==> src/common/cpu_pkg.sv <==
`default_nettype none

package cpu_pkg;

    localparam int DATA_W = 8;
    localparam int OP_W   = 4;
    localparam int FLAG_W = 4;

    // format bit set: ALU instruction
    typedef struct packed {
        logic            is_alu;
        logic [OP_W-1:0] op;
        logic            invert; // complements operand b
        logic [1:0]      bsel;
    } alu_view_t;

    // format bit clear: transfer instruction
    typedef struct packed {
        logic       is_alu;
        logic [2:0] kind;
        logic [1:0] spare;
        logic [1:0] rsel;
    } xfer_view_t;

    typedef union packed {
        alu_view_t  alu_view;
        xfer_view_t xfer_view;
    } ir_word_u;

    // ALU operations, other codes give zero
    localparam logic [OP_W-1:0] ALU_ADD   = 4'd0;
    localparam logic [OP_W-1:0] ALU_ADC   = 4'd1;
    localparam logic [OP_W-1:0] ALU_AND   = 4'd2;
    localparam logic [OP_W-1:0] ALU_OR    = 4'd3;
    localparam logic [OP_W-1:0] ALU_XOR   = 4'd4;
    localparam logic [OP_W-1:0] ALU_PASSB = 4'd5;

    // operand b sources
    localparam logic [1:0] BSEL_B    = 2'd0;
    localparam logic [1:0] BSEL_DPL  = 2'd1;
    localparam logic [1:0] BSEL_DPH  = 2'd2;
    localparam logic [1:0] BSEL_ZERO = 2'd3;

    // flag bit positions
    localparam int FLAG_Z = 0;
    localparam int FLAG_C = 1;
    localparam int FLAG_N = 2;
    localparam int FLAG_V = 3;

    // transfer kinds
    localparam logic [2:0] XF_LDI   = 3'd0;
    localparam logic [2:0] XF_LDM   = 3'd1;
    localparam logic [2:0] XF_STM   = 3'd2;
    localparam logic [2:0] XF_SWAP  = 3'd3;
    localparam logic [2:0] XF_FLAGS = 3'd4;
    localparam logic [2:0] XF_HALT  = 3'd5;

    // register select of XF_LDI
    localparam logic [1:0] RSEL_A   = 2'd0;
    localparam logic [1:0] RSEL_B   = 2'd1;
    localparam logic [1:0] RSEL_DPL = 2'd2;
    localparam logic [1:0] RSEL_DPH = 2'd3;

endpackage

`default_nettype wire

==> src/common/ctrl_if.sv <==
`default_nettype none

interface ctrl_if;

    logic [cpu_pkg::OP_W-1:0] alu_op;
    logic                     alu_invert;
    logic [1:0]               alu_bsel;

    logic we_a;
    logic we_b;
    logic we_flags;     // only with an ALU write of A
    logic a_from_flags;
    logic wd_b;         // store B instead of A

    logic ip_inc;
    logic addr_from_dp;
    logic swap;
    logic we_pl;
    logic we_ph;

    modport seq (
        output alu_op, alu_invert, alu_bsel,
        output we_a, we_b, we_flags, a_from_flags, wd_b,
        output ip_inc, addr_from_dp, swap, we_pl, we_ph
    );

    modport dp (
        input alu_op, alu_invert, alu_bsel,
        input we_a, we_b, we_flags, a_from_flags, wd_b
    );

    modport ptr (
        input ip_inc, addr_from_dp, swap, we_pl, we_ph
    );

endinterface

`default_nettype wire

==> src/datapath/alu.sv <==
`default_nettype none

module alu (
    input  logic [cpu_pkg::DATA_W-1:0] a,
    input  logic [cpu_pkg::DATA_W-1:0] b,
    input  logic [cpu_pkg::OP_W-1:0]   op,
    input  logic                       invert,
    input  logic                       carry_in,
    output logic [cpu_pkg::DATA_W-1:0] result,
    output logic [cpu_pkg::FLAG_W-1:0] flags
);
    import cpu_pkg::*;

    logic [DATA_W-1:0] b_eff;
    logic [DATA_W:0]   sum;
    logic              cin;
    logic              carry;
    logic              ovf;

    assign b_eff = invert ? ~b : b;
    assign cin   = (op == ALU_ADC) ? carry_in : 1'b0;
    assign sum   = {1'b0, a} + {1'b0, b_eff} + {{DATA_W{1'b0}}, cin};

    always_comb begin
        carry = 1'b0;
        ovf   = 1'b0;
        case (op)
            ALU_ADD, ALU_ADC: begin
                result = sum[DATA_W-1:0];
                carry  = sum[DATA_W];
                // same operand signs, result sign differs
                ovf    = (a[DATA_W-1] == b_eff[DATA_W-1]) &&
                         (sum[DATA_W-1] != a[DATA_W-1]);
            end
            ALU_AND:   result = a & b_eff;
            ALU_OR:    result = a | b_eff;
            ALU_XOR:   result = a ^ b_eff;
            ALU_PASSB: result = b_eff;
            default:   result = '0;
        endcase
    end

    always_comb begin
        flags         = '0;
        flags[FLAG_Z] = (result == '0);
        flags[FLAG_C] = carry;
        flags[FLAG_N] = result[DATA_W-1];
        flags[FLAG_V] = ovf;
    end

endmodule

`default_nettype wire

==> src/datapath/pointer_pair.sv <==
`default_nettype none

module pointer_pair #(
    parameter int                ADDR_W       = 16,
    parameter logic [ADDR_W-1:0] RESET_VECTOR = '0
) (
    input  logic                       nclk,
    input  logic                       rst,
    input  logic [cpu_pkg::DATA_W-1:0] di,
    output logic [ADDR_W-1:0]          addr,
    output logic [cpu_pkg::DATA_W-1:0] dpl,
    output logic [cpu_pkg::DATA_W-1:0] dph,
    ctrl_if.ptr                        ctl
);
    import cpu_pkg::*;

    logic [ADDR_W-1:0] p0_q;
    logic [ADDR_W-1:0] p1_q;
    logic              sel_q; // set: p1 is IP
    logic [ADDR_W-1:0] ip;
    logic [ADDR_W-1:0] dp;

    assign ip   = sel_q ? p1_q : p0_q;
    assign dp   = sel_q ? p0_q : p1_q;
    assign addr = ctl.addr_from_dp ? dp : ip;
    assign dpl  = dp[DATA_W-1:0];
    assign dph  = dp[ADDR_W-1 -: DATA_W];

    // IP and DP never name the same register, so updates do not collide
    always_ff @(posedge nclk or negedge rst) begin
        if (!rst) begin
            p0_q  <= RESET_VECTOR;
            p1_q  <= '0;
            sel_q <= 1'b0;
        end else begin
            if (ctl.swap) begin
                sel_q <= ~sel_q;
            end
            if (ctl.ip_inc) begin
                if (sel_q) begin
                    p1_q <= p1_q + 1'b1;
                end else begin
                    p0_q <= p0_q + 1'b1;
                end
            end
            if (ctl.we_pl) begin
                if (sel_q) begin
                    p0_q[DATA_W-1:0] <= di;
                end else begin
                    p1_q[DATA_W-1:0] <= di;
                end
            end
            if (ctl.we_ph) begin
                if (sel_q) begin
                    p0_q[ADDR_W-1 -: DATA_W] <= di;
                end else begin
                    p1_q[ADDR_W-1 -: DATA_W] <= di;
                end
            end
        end
    end

    a_inc_swap_excl: assert property (@(posedge nclk) disable iff (!rst)
        !(ctl.ip_inc && ctl.swap));

endmodule

`default_nettype wire

==> src/datapath/datapath.sv <==
`default_nettype none

module datapath #(
    parameter int                 ADDR_W       = 16,
    parameter logic [ADDR_W-1:0]  RESET_VECTOR = '0
) (
    input  logic                       nclk,
    input  logic                       rst,
    input  logic [cpu_pkg::DATA_W-1:0] rdata,
    output logic [cpu_pkg::DATA_W-1:0] wdata,
    output logic [ADDR_W-1:0]          addr,
    ctrl_if.dp                         ctl,
    ctrl_if.ptr                        ptl
);
    import cpu_pkg::*;

    logic [DATA_W-1:0] a_q;
    logic [DATA_W-1:0] b_q;
    logic [FLAG_W-1:0] flags_q;
    logic [DATA_W-1:0] dpl;
    logic [DATA_W-1:0] dph;
    logic [DATA_W-1:0] alu_b;
    logic [DATA_W-1:0] alu_res;
    logic [FLAG_W-1:0] alu_flags;
    logic [DATA_W-1:0] a_next;

    always_comb begin
        case (ctl.alu_bsel)
            BSEL_B:   alu_b = b_q;
            BSEL_DPL: alu_b = dpl;
            BSEL_DPH: alu_b = dph;
            default:  alu_b = '0;
        endcase
    end

    // ALU writes always come with we_flags, otherwise A loads memory data
    always_comb begin
        if (ctl.a_from_flags) begin
            a_next = {{(DATA_W-FLAG_W){1'b0}}, flags_q};
        end else if (ctl.we_flags) begin
            a_next = alu_res;
        end else begin
            a_next = rdata;
        end
    end

    always_ff @(posedge nclk) begin
        if (ctl.we_a) begin
            a_q <= a_next;
        end
        if (ctl.we_b) begin
            b_q <= rdata;
        end
    end

    always_ff @(posedge nclk or negedge rst) begin
        if (!rst) begin
            flags_q <= '0;
        end else if (ctl.we_flags) begin
            flags_q <= alu_flags;
        end
    end

    assign wdata = ctl.wd_b ? b_q : a_q;

    alu u_alu (
        .a        (a_q),
        .b        (alu_b),
        .op       (ctl.alu_op),
        .invert   (ctl.alu_invert),
        .carry_in (flags_q[FLAG_C]),
        .result   (alu_res),
        .flags    (alu_flags)
    );

    pointer_pair #(
        .ADDR_W       (ADDR_W),
        .RESET_VECTOR (RESET_VECTOR)
    ) u_ptr (
        .nclk (nclk),
        .rst  (rst),
        .di   (rdata),
        .addr (addr),
        .dpl  (dpl),
        .dph  (dph),
        .ctl  (ptl)
    );

    a_flags_with_alu: assert property (@(posedge nclk) disable iff (!rst)
        ctl.we_flags |-> (ctl.we_a && !ctl.a_from_flags));

endmodule

`default_nettype wire

==> src/control/control_unit.sv <==
`default_nettype none

module control_unit #(
    parameter int ADDR_W = 16
) (
    input  logic                       nclk,
    input  logic                       rst,
    input  logic [cpu_pkg::DATA_W-1:0] rdata,
    output logic                       mem_oe,
    output logic                       mem_we,
    output logic                       halted,
    ctrl_if.seq                        ctl
);
    import cpu_pkg::*;

    localparam logic [1:0] S_FETCH = 2'd0;
    localparam logic [1:0] S_EXEC  = 2'd1;
    localparam logic [1:0] S_MEM   = 2'd2;
    localparam logic [1:0] S_HALT  = 2'd3;

    // no-op transfer of a free kind
    localparam logic [DATA_W-1:0] IR_IDLE = 8'h70;

    ir_word_u   ir_q;
    ir_word_u   fetched;
    logic [1:0] state_q;
    logic [1:0] state_d;

    // the pointer bytes are filled by two byte loads
    if (ADDR_W != 2 * DATA_W) begin : g_addr_chk
        $error("ADDR_W must be twice DATA_W");
    end

    assign fetched = rdata;
    assign halted  = (state_q == S_HALT);

    // operand fields go straight out
    assign ctl.alu_op     = ir_q.alu_view.op;
    assign ctl.alu_invert = ir_q.alu_view.invert;
    assign ctl.alu_bsel   = ir_q.alu_view.bsel;

    // reset parks in execute of a no-op
    always_ff @(posedge nclk or negedge rst) begin
        if (!rst) begin
            state_q <= S_EXEC;
            ir_q    <= IR_IDLE;
        end else begin
            state_q <= state_d;
            if (state_q == S_FETCH) begin
                ir_q <= fetched;
            end
        end
    end

    always_comb begin
        state_d          = S_FETCH;
        mem_oe           = 1'b0;
        mem_we           = 1'b0;
        ctl.we_a         = 1'b0;
        ctl.we_b         = 1'b0;
        ctl.we_flags     = 1'b0;
        ctl.a_from_flags = 1'b0;
        ctl.wd_b         = 1'b0;
        ctl.ip_inc       = 1'b0;
        ctl.addr_from_dp = 1'b0;
        ctl.swap         = 1'b0;
        ctl.we_pl        = 1'b0;
        ctl.we_ph        = 1'b0;
        case (state_q)
            S_FETCH: begin
                mem_oe     = 1'b1;
                ctl.ip_inc = 1'b1;
                if (!fetched.xfer_view.is_alu && fetched.xfer_view.kind == XF_HALT) begin
                    state_d = S_HALT;
                end else begin
                    state_d = S_EXEC;
                end
            end
            S_EXEC: begin
                if (ir_q.alu_view.is_alu) begin
                    ctl.we_a     = 1'b1;
                    ctl.we_flags = 1'b1;
                end else begin
                    case (ir_q.xfer_view.kind)
                        XF_LDI: begin
                            mem_oe     = 1'b1; // immediate at IP
                            ctl.ip_inc = 1'b1;
                            ctl.we_a   = (ir_q.xfer_view.rsel == RSEL_A);
                            ctl.we_b   = (ir_q.xfer_view.rsel == RSEL_B);
                            ctl.we_pl  = (ir_q.xfer_view.rsel == RSEL_DPL);
                            ctl.we_ph  = (ir_q.xfer_view.rsel == RSEL_DPH);
                            state_d    = S_MEM;
                        end
                        XF_LDM, XF_STM: begin
                            ctl.addr_from_dp = 1'b1; // address setup
                            state_d          = S_MEM;
                        end
                        XF_SWAP: ctl.swap = 1'b1;
                        XF_FLAGS: begin
                            ctl.we_a         = 1'b1;
                            ctl.a_from_flags = 1'b1;
                        end
                        default: ;
                    endcase
                end
            end
            S_MEM: begin
                // LDI only settles here
                if (!ir_q.xfer_view.is_alu && ir_q.xfer_view.kind == XF_LDM) begin
                    ctl.addr_from_dp = 1'b1;
                    mem_oe           = 1'b1;
                    ctl.we_a         = 1'b1;
                end
                if (!ir_q.xfer_view.is_alu && ir_q.xfer_view.kind == XF_STM) begin
                    ctl.addr_from_dp = 1'b1;
                    mem_we           = 1'b1;
                    ctl.wd_b         = (ir_q.xfer_view.rsel == RSEL_B);
                end
            end
            default: state_d = S_HALT; // stays until reset
        endcase
    end

    a_oe_we_excl: assert property (@(posedge nclk) disable iff (!rst)
        !(mem_oe && mem_we));

    a_halt_sticky: assert property (@(posedge nclk) disable iff (!rst)
        halted |=> halted);

endmodule

`default_nettype wire

==> src/design/cpu.sv <==
`default_nettype none

module cpu #(
    parameter int                ADDR_W       = 16,
    parameter logic [ADDR_W-1:0] RESET_VECTOR = '0
) (
    input  logic                       nclk,
    input  logic                       rst,
    output logic [ADDR_W-1:0]          addr,
    input  logic [cpu_pkg::DATA_W-1:0] rdata,
    output logic [cpu_pkg::DATA_W-1:0] wdata,
    output logic                       mem_oe,
    output logic                       mem_we,
    output logic                       halted
);

    ctrl_if ctl_bus ();

    control_unit #(
        .ADDR_W (ADDR_W)
    ) u_ctrl (
        .nclk   (nclk),
        .rst    (rst),
        .rdata  (rdata),
        .mem_oe (mem_oe),
        .mem_we (mem_we),
        .halted (halted),
        .ctl    (ctl_bus)
    );

    datapath #(
        .ADDR_W       (ADDR_W),
        .RESET_VECTOR (RESET_VECTOR)
    ) u_dp (
        .nclk  (nclk),
        .rst   (rst),
        .rdata (rdata),
        .wdata (wdata),
        .addr  (addr),
        .ctl   (ctl_bus),
        .ptl   (ctl_bus)
    );

endmodule

`default_nettype wire

==> config.mk <==
export PLATFORM = sky130hd
export DESIGN_NAME = cpu
export DESIGN_NICKNAME = d
export VERILOG_FILES = /design/src/common/cpu_pkg.sv /design/src/common/ctrl_if.sv /design/src/datapath/alu.sv /design/src/datapath/pointer_pair.sv /design/src/datapath/datapath.sv /design/src/control/control_unit.sv /design/src/design/cpu.sv
export SDC_FILE = /design/constraint.sdc
export NUM_CORES = 1
export LEC_CHECK = 0
export ABC_AREA = 1
export BUFFER_PORTS_ARGS = -buffer_cell sky130_fd_sc_hd__buf_2
export CORE_UTILIZATION = 65
export CTS_BUF_LIST = sky130_fd_sc_hd__clkbuf_8
export CTS_CLUSTER_SIZE = 30
export DETAILED_ROUTE_END_ITERATION = 6
export MAX_ROUTING_LAYER = met4
export PLACE_DENSITY = 0.85
export SYNTH_ARGS = -nofsm -noshare
export SYNTH_HDL_FRONTEND = slang
export SYNTH_SLANG_ARGS = --single-unit
==> constraint.sdc <==
create_clock -name nclk -period 4.8 [get_ports nclk]
set_input_delay 0 -clock nclk [delete_from_list [all_inputs] [get_ports nclk]]
set_output_delay 0 -clock nclk [all_outputs]
set_load 0.01 [all_outputs]
* Yosys cells after proc, flatten, opt, wreduce, memory -nomap -nowiden
Cells that the tools add are included.
Storage, ports and cells: register bits 63, input bits 10, output and inout bits 27, word-level logic and storage cells 111
Operators by class: add/subtract/negate cells 4, equality and inequality tests 18, multiplexer cells 61, bitwise gates (word level) 5, reduce and logical (&&, ||, !) cells 14
Operator list (count):
- 2-to-1 mux 16 bit | 7
- 2-to-1 mux 8 bit | 11
- one-hot mux 8 bit (5 select lines) | 1
- adder 16 x 1 -> 16 bit (second input constant) | 2
- 2-to-1 mux 1 bit | 31
- one-hot mux 8 bit (3 select lines) | 1
- adder 8 x 8 -> 9 bit | 1
- adder 9 x 1 -> 9 bit | 1
- AND 8 bit | 1
- == test 2 bit (second input constant) | 4
- == test 4 x 2 -> 1 bit (second input constant) | 2
- == test 4 x 3 -> 1 bit (second input constant) | 2
- logical NOT 8 bit | 1
- NOT 8 bit | 1
- bitwise OR 8 bit | 1
- one-hot mux 1 bit (2 select lines) | 4
- XOR 8 bit | 1
- == test 3 x 2 -> 1 bit (second input constant) | 2
- == test 3 bit (second input constant) | 2
- 2-to-1 mux 2 bit | 3
- one-hot mux 2 bit (3 select lines) | 1
- == test 2 x 1 -> 1 bit (second input constant) | 2
- == test 4 x 1 -> 1 bit (second input constant) | 1
- logical AND 1 bit | 4
- other kinds (12) | 15

* Longest topological paths before layout
word-level depth 9, depth in mapped cells 25, gate-level depth less buffers 23

* By module
Synthesis repeated with hierarchy kept, for this count alone.
Second synthesis, totals: cell total of the unflattened synthesis 817, area total of the unflattened synthesis 5346.4 sq um
By module, submodules not included:
- pointer_pair | instances 1, cells an instance 383, area each 2428.6 sq um, sequential area each 825.8 sq um
- alu | instances 1, cells an instance 210, area each 1164.9 sq um, sequential area each 0.0 sq um
- datapath | instances 1, cells an instance 138, area each 1107.3 sq um, sequential area each 580.6 sq um
- control_unit | instances 1, cells an instance 86, area each 645.6 sq um, sequential area each 255.2 sq um

* Worst setup path before layout
No wires, ideal clock.
path type reg2reg, start reg u_dp.u_ptr.sel_q, end reg u_dp.a_q[2] (data pin), arrival 2.567 ns, slack 1.969 ns, cell stages (with the launch flop) 20, buffers on the path 2, period minus slack after synthesis 2.831 ns, cells stage by stage dfrtp_1 -> buf_4 -> inv_2 -> buf_6 -> nand2_1 -> o21ai_0 -> nand2_1 -> nand3_1 -> nand2_1 -> nand2_1 -> fa_1 -> inv_1 -> fa_1 -> or2_2 -> nand3_1 -> o21ai_0 -> nor2_1 -> nand2_1 -> nor2_2 -> o22ai_1
On the way: longest elaborated chain between the ends 9
RTL lines:
- start: declaration | line pointer_pair.sv:19 | logic sel_q;
- start signal: assignment | line pointer_pair.sv:37 | sel_q <= ~sel_q;
- 2-to-1 mux 16 bit (*) | line pointer_pair.sv:24 | assign dp = sel_q ? p0_q : p1_q;
- one-hot mux 8 bit (3 select lines) (*) | line datapath.sv:28 | case (ctl.alu_bsel)
- NOT 8 bit | line alu.sv:20 | assign b_eff = invert ? ~b : b;
- 2-to-1 mux 8 bit (*) | line alu.sv:20
- adder 8 x 8 -> 9 bit | line alu.sv:22 | assign sum = {1'b0, a} + {1'b0, b_eff} + {{DATA_W{1'b0}}, cin};
- adder 9 x 1 -> 9 bit | line alu.sv:22
- one-hot mux 8 bit (5 select lines) (*) | line alu.sv:27 | case (op)
- 2-to-1 mux 8 bit (*) | line datapath.sv:40 | end else if (ctl.we_flags) begin
- 2-to-1 mux 4 bit (*) | line datapath.sv:38 | if (ctl.a_from_flags) begin
- net u_dp.a_next[2] | line datapath.sv:25 | logic [DATA_W-1:0] a_next;
- end signal: assignment | line datapath.sv:49 | a_q <= a_next;
- end: declaration | line datapath.sv:17 | logic [DATA_W-1:0] a_q;
The timed path passes the listed nets; every way through them passes the cells marked *. A chain may end at the register's enable or synchronous reset.

* Worst setup path after layout
Ends and elaborated chain as after synthesis.

==> flow_summary.toml <==
[yosys]
synth_edf_count = 16
synth_area_leaders = "dfrtp_1, nand2_1, edfxtp_1"
synthArstFlopShare = 0.746
synth-seq-area-share = 0.323
syn_area_per_cell_um2 = 6.77
syn_area_um2 = 5150
yosys_warnings = 0
synth-seq-cells = 63
yosysTopAreaCell = "dfrtp_1"
ys_types = 43
yosysTopAreaCellShare = 0.209
postSynthNetCount = 794
syn_inst = 760
synth_ff_type = "dfrtp_1"

[routing]
wire_per_inst_um = 17.2
vias_per_cell = 5.97
drtPass1Iterations = 7
first_iter_violations = 501
drc = 13
vias = 5375
drtAntennaViolNets = 0
drt_wl_total_um = 15500

[global_routing]
grt_usage = 0.405
grt_max_degree = 48
grt_pass1_wl_um = 25100
grt_pass1_vias = 5163
antenna_found_initial = 0
grt_overflow = 0

[floorplanning]
die_h_um = 91.0
start_util = 0.670
fp.coreArea_um2 = 7690
fp-row-count = 32
die_w_um = 91.0
die_area_um2 = 8280
io_pins = 37

[final_layout]
syn2layout_area_growth_pct = 9.48
nets = 828
most-common-layout-cells = "nand2_1, inv_1, nor2_1"
fill_cells = 668
drive_gt1_frac = 0.114
antenna_cells = 0
layout.cells.non_filler = 901
final_common_cell = "nand2_1"

[critical_path]
path_class = "reg -> reg"
crit_cells = 17
slowest_stage = "fa_1"
reg2reg_depth = 17
path_max_fanout = 44
cp-start-kind = "flip-flop"
end_kind = "flip-flop"
path_buf_inv = 3
cp_common_cell = "nand2_1"
critPathRequiredTime_ps = 4910
cp_top_family = "simple AND/OR/NAND/NOR gates"
cp_cell_sequence = "buf_4, inv_2, o21ai_0, nand2_1, nand3_1, nand2_1, nand2_1, fa_1, inv_1, fa_1, or2_2, nand3_1, o21ai_0, nor2_1, nand2_1, nor2_2, o22ai_1"
critPathArrivalTime_ps = 3770
critPathMaxStageDelay_ps = 460

[power_and_ir_drop]
ir_worst_vdd_mv = 0.401
p_per_area_nw_per_um2 = 812
p_leak_nw = 2.86

[timing]
finalCritPeriodShare = 0.764
finalHoldViolations = 0
clock_skew_ps = 9.36
slew_headroom = 0.193
rsz0062_at_grt = "no"
fmax_mhz = 273
timing.setup.tns_ps = 0
finalSetupViolations = 0
whs_ps = 25.1
worst_pin_slew_ps = 1200
min_period_ps = 3670
drv_slew = 0

[cts]
post-cts-setup-buffer-count = 0
cts_resized = 0
htree_levels = 3
cts-buffers-inserted = 9
clkTransAtPathRegs_ps = 80
cts_max_path_buffers = 2
cts_tree = "built"
clock_latency_ps = 350
clkSinkCount = 63
clock-root-buffer = "clkbuf_8"

[status]
violations = "DRC"
status = "finished, violations left"

[place]
place.detailed.hpwl_um = 11700
placed_cells = 878
portBuffers = 36
gp_congestion = 1.03

[worst_hold_path]
holdPathStages = 1
hold_class = "in -> reg"

[run]
cap_violations = 0
-- metal layers --
metal / GRT usage / wire [um] / up-vias
li1: - / - / 2551
met1: 0.465 / 5750 / 2420
met4: 0.282 / 1120 / 0
met2: 0.659 / 7310 / 320
met3: 0.0553 / 1320 / 84
met5: - / 0 / -
-- state kept, by name, summed over array words and instances, names as in the netlist --
register          flops
u_ctrl.ir_q           8
u_ctrl.state_q        2
u_dp.a_q              8
u_dp.b_q              8
u_dp.flags_q          4
u_dp.u_ptr.p0_q      16
u_dp.u_ptr.p1_q      16
u_dp.u_ptr.sel_q      1
-- cell usage after synthesis (2+ instances only) --
cell type and count:
nor3_1 7, nand4_1 17, o211ai_1 5, buf_4 2, xor2_1 12, o21bai_1 3
buf_6 4, inv_1 99, xnor2_1 3, buf_2 9, a31oi_1 16, inv_2 4
nor2_1 77, o22ai_1 9, ha_1 22, o21ai_0 48, nand2_1 218, nor2_4 5
nand3_2 3, a21oi_1 38, nor3_2 6, dfrtp_1 43, edfxtp_1 16, o21ai_1 4
nand3_1 56, nor2_2 4, clkbuf_1 7, fa_1 2, dfstp_2 4, nand2_2 4
-- cell families after synthesis --
kind of cell / share of synthesized area
DFF: 0.323
buffers and inverters: 0.101
adders and majority gates: 0.0613
xor gates and xnor gates: 0.0287
AOI/OAI and AO/OA: 0.139
muxes: 0.00194
and+or+nand+nor: 0.345
-- report_power, final --
| part | internal, W | total, W | switching, W |
|---|---|---|---|
| logic | 0.000976 | 0.00292 | 0.00195 |
| registers | 0.000808 | 0.00112 | 0.000313 |
| clock network | 0.000293 | 0.000532 | 0.000238 |
| total | 0.00208 | 0.00458 | 0.00250 |
-- final cells by class --
type | count | area, um^2 | share of cell area
repair buffers | 45 | 265 | 0.0471
multi-input cells | 572 | 2970 | 0.528
inverters | 103 | 387 | 0.0686
clock inverters | 7 | 96.3 | 0.0171
flip-flops and latches | 63 | 1660 | 0.295
well taps | 102 | 128 | 0.0226
clock buffers | 9 | 124 | 0.0220
-- what timing repair did --
item | CTS | global route
hold buffers | 7 | 0
hold endpoints to repair | 54 | 0
setup endpoints to repair | 0 | 0
-- per-stage QoR --
step	util	cell area, um^2	total power, W	worst slack, ps
6_report	0.733	5640	0.00458	1130
3_5_place_dp	0.695	5350	0.00396	1230
3_3_place_gp	0.695	5350	0.00384	1400
4_1_cts	0.733	5640	0.00450	1210
5_1_grt	0.733	5640	0.00496	808
2_1_floorplan	-	5150	0.00320	1970
-- worst paths after layout --
| path | startpoint | end | slack, ps |
|---|---|---|---|
| max | u_dp.u_ptr.sel_q | u_dp.a_q[2] | 1130 |
| min | rdata[7] | u_dp.b_q[7] | 30 |
| max reg2reg | u_dp.u_ptr.sel_q | u_dp.a_q[2] | 1130 |
| min reg2reg | u_dp.flags_q[0] | u_dp.flags_q[0] | 500 |
| max in group asynchronous | rst | u_dp.u_ptr.p0_q[4] | 3700 |
| min in group asynchronous | rst | u_dp.flags_q[2] | 380 |
Note: power is estimated with default switching activity, not from simulation.
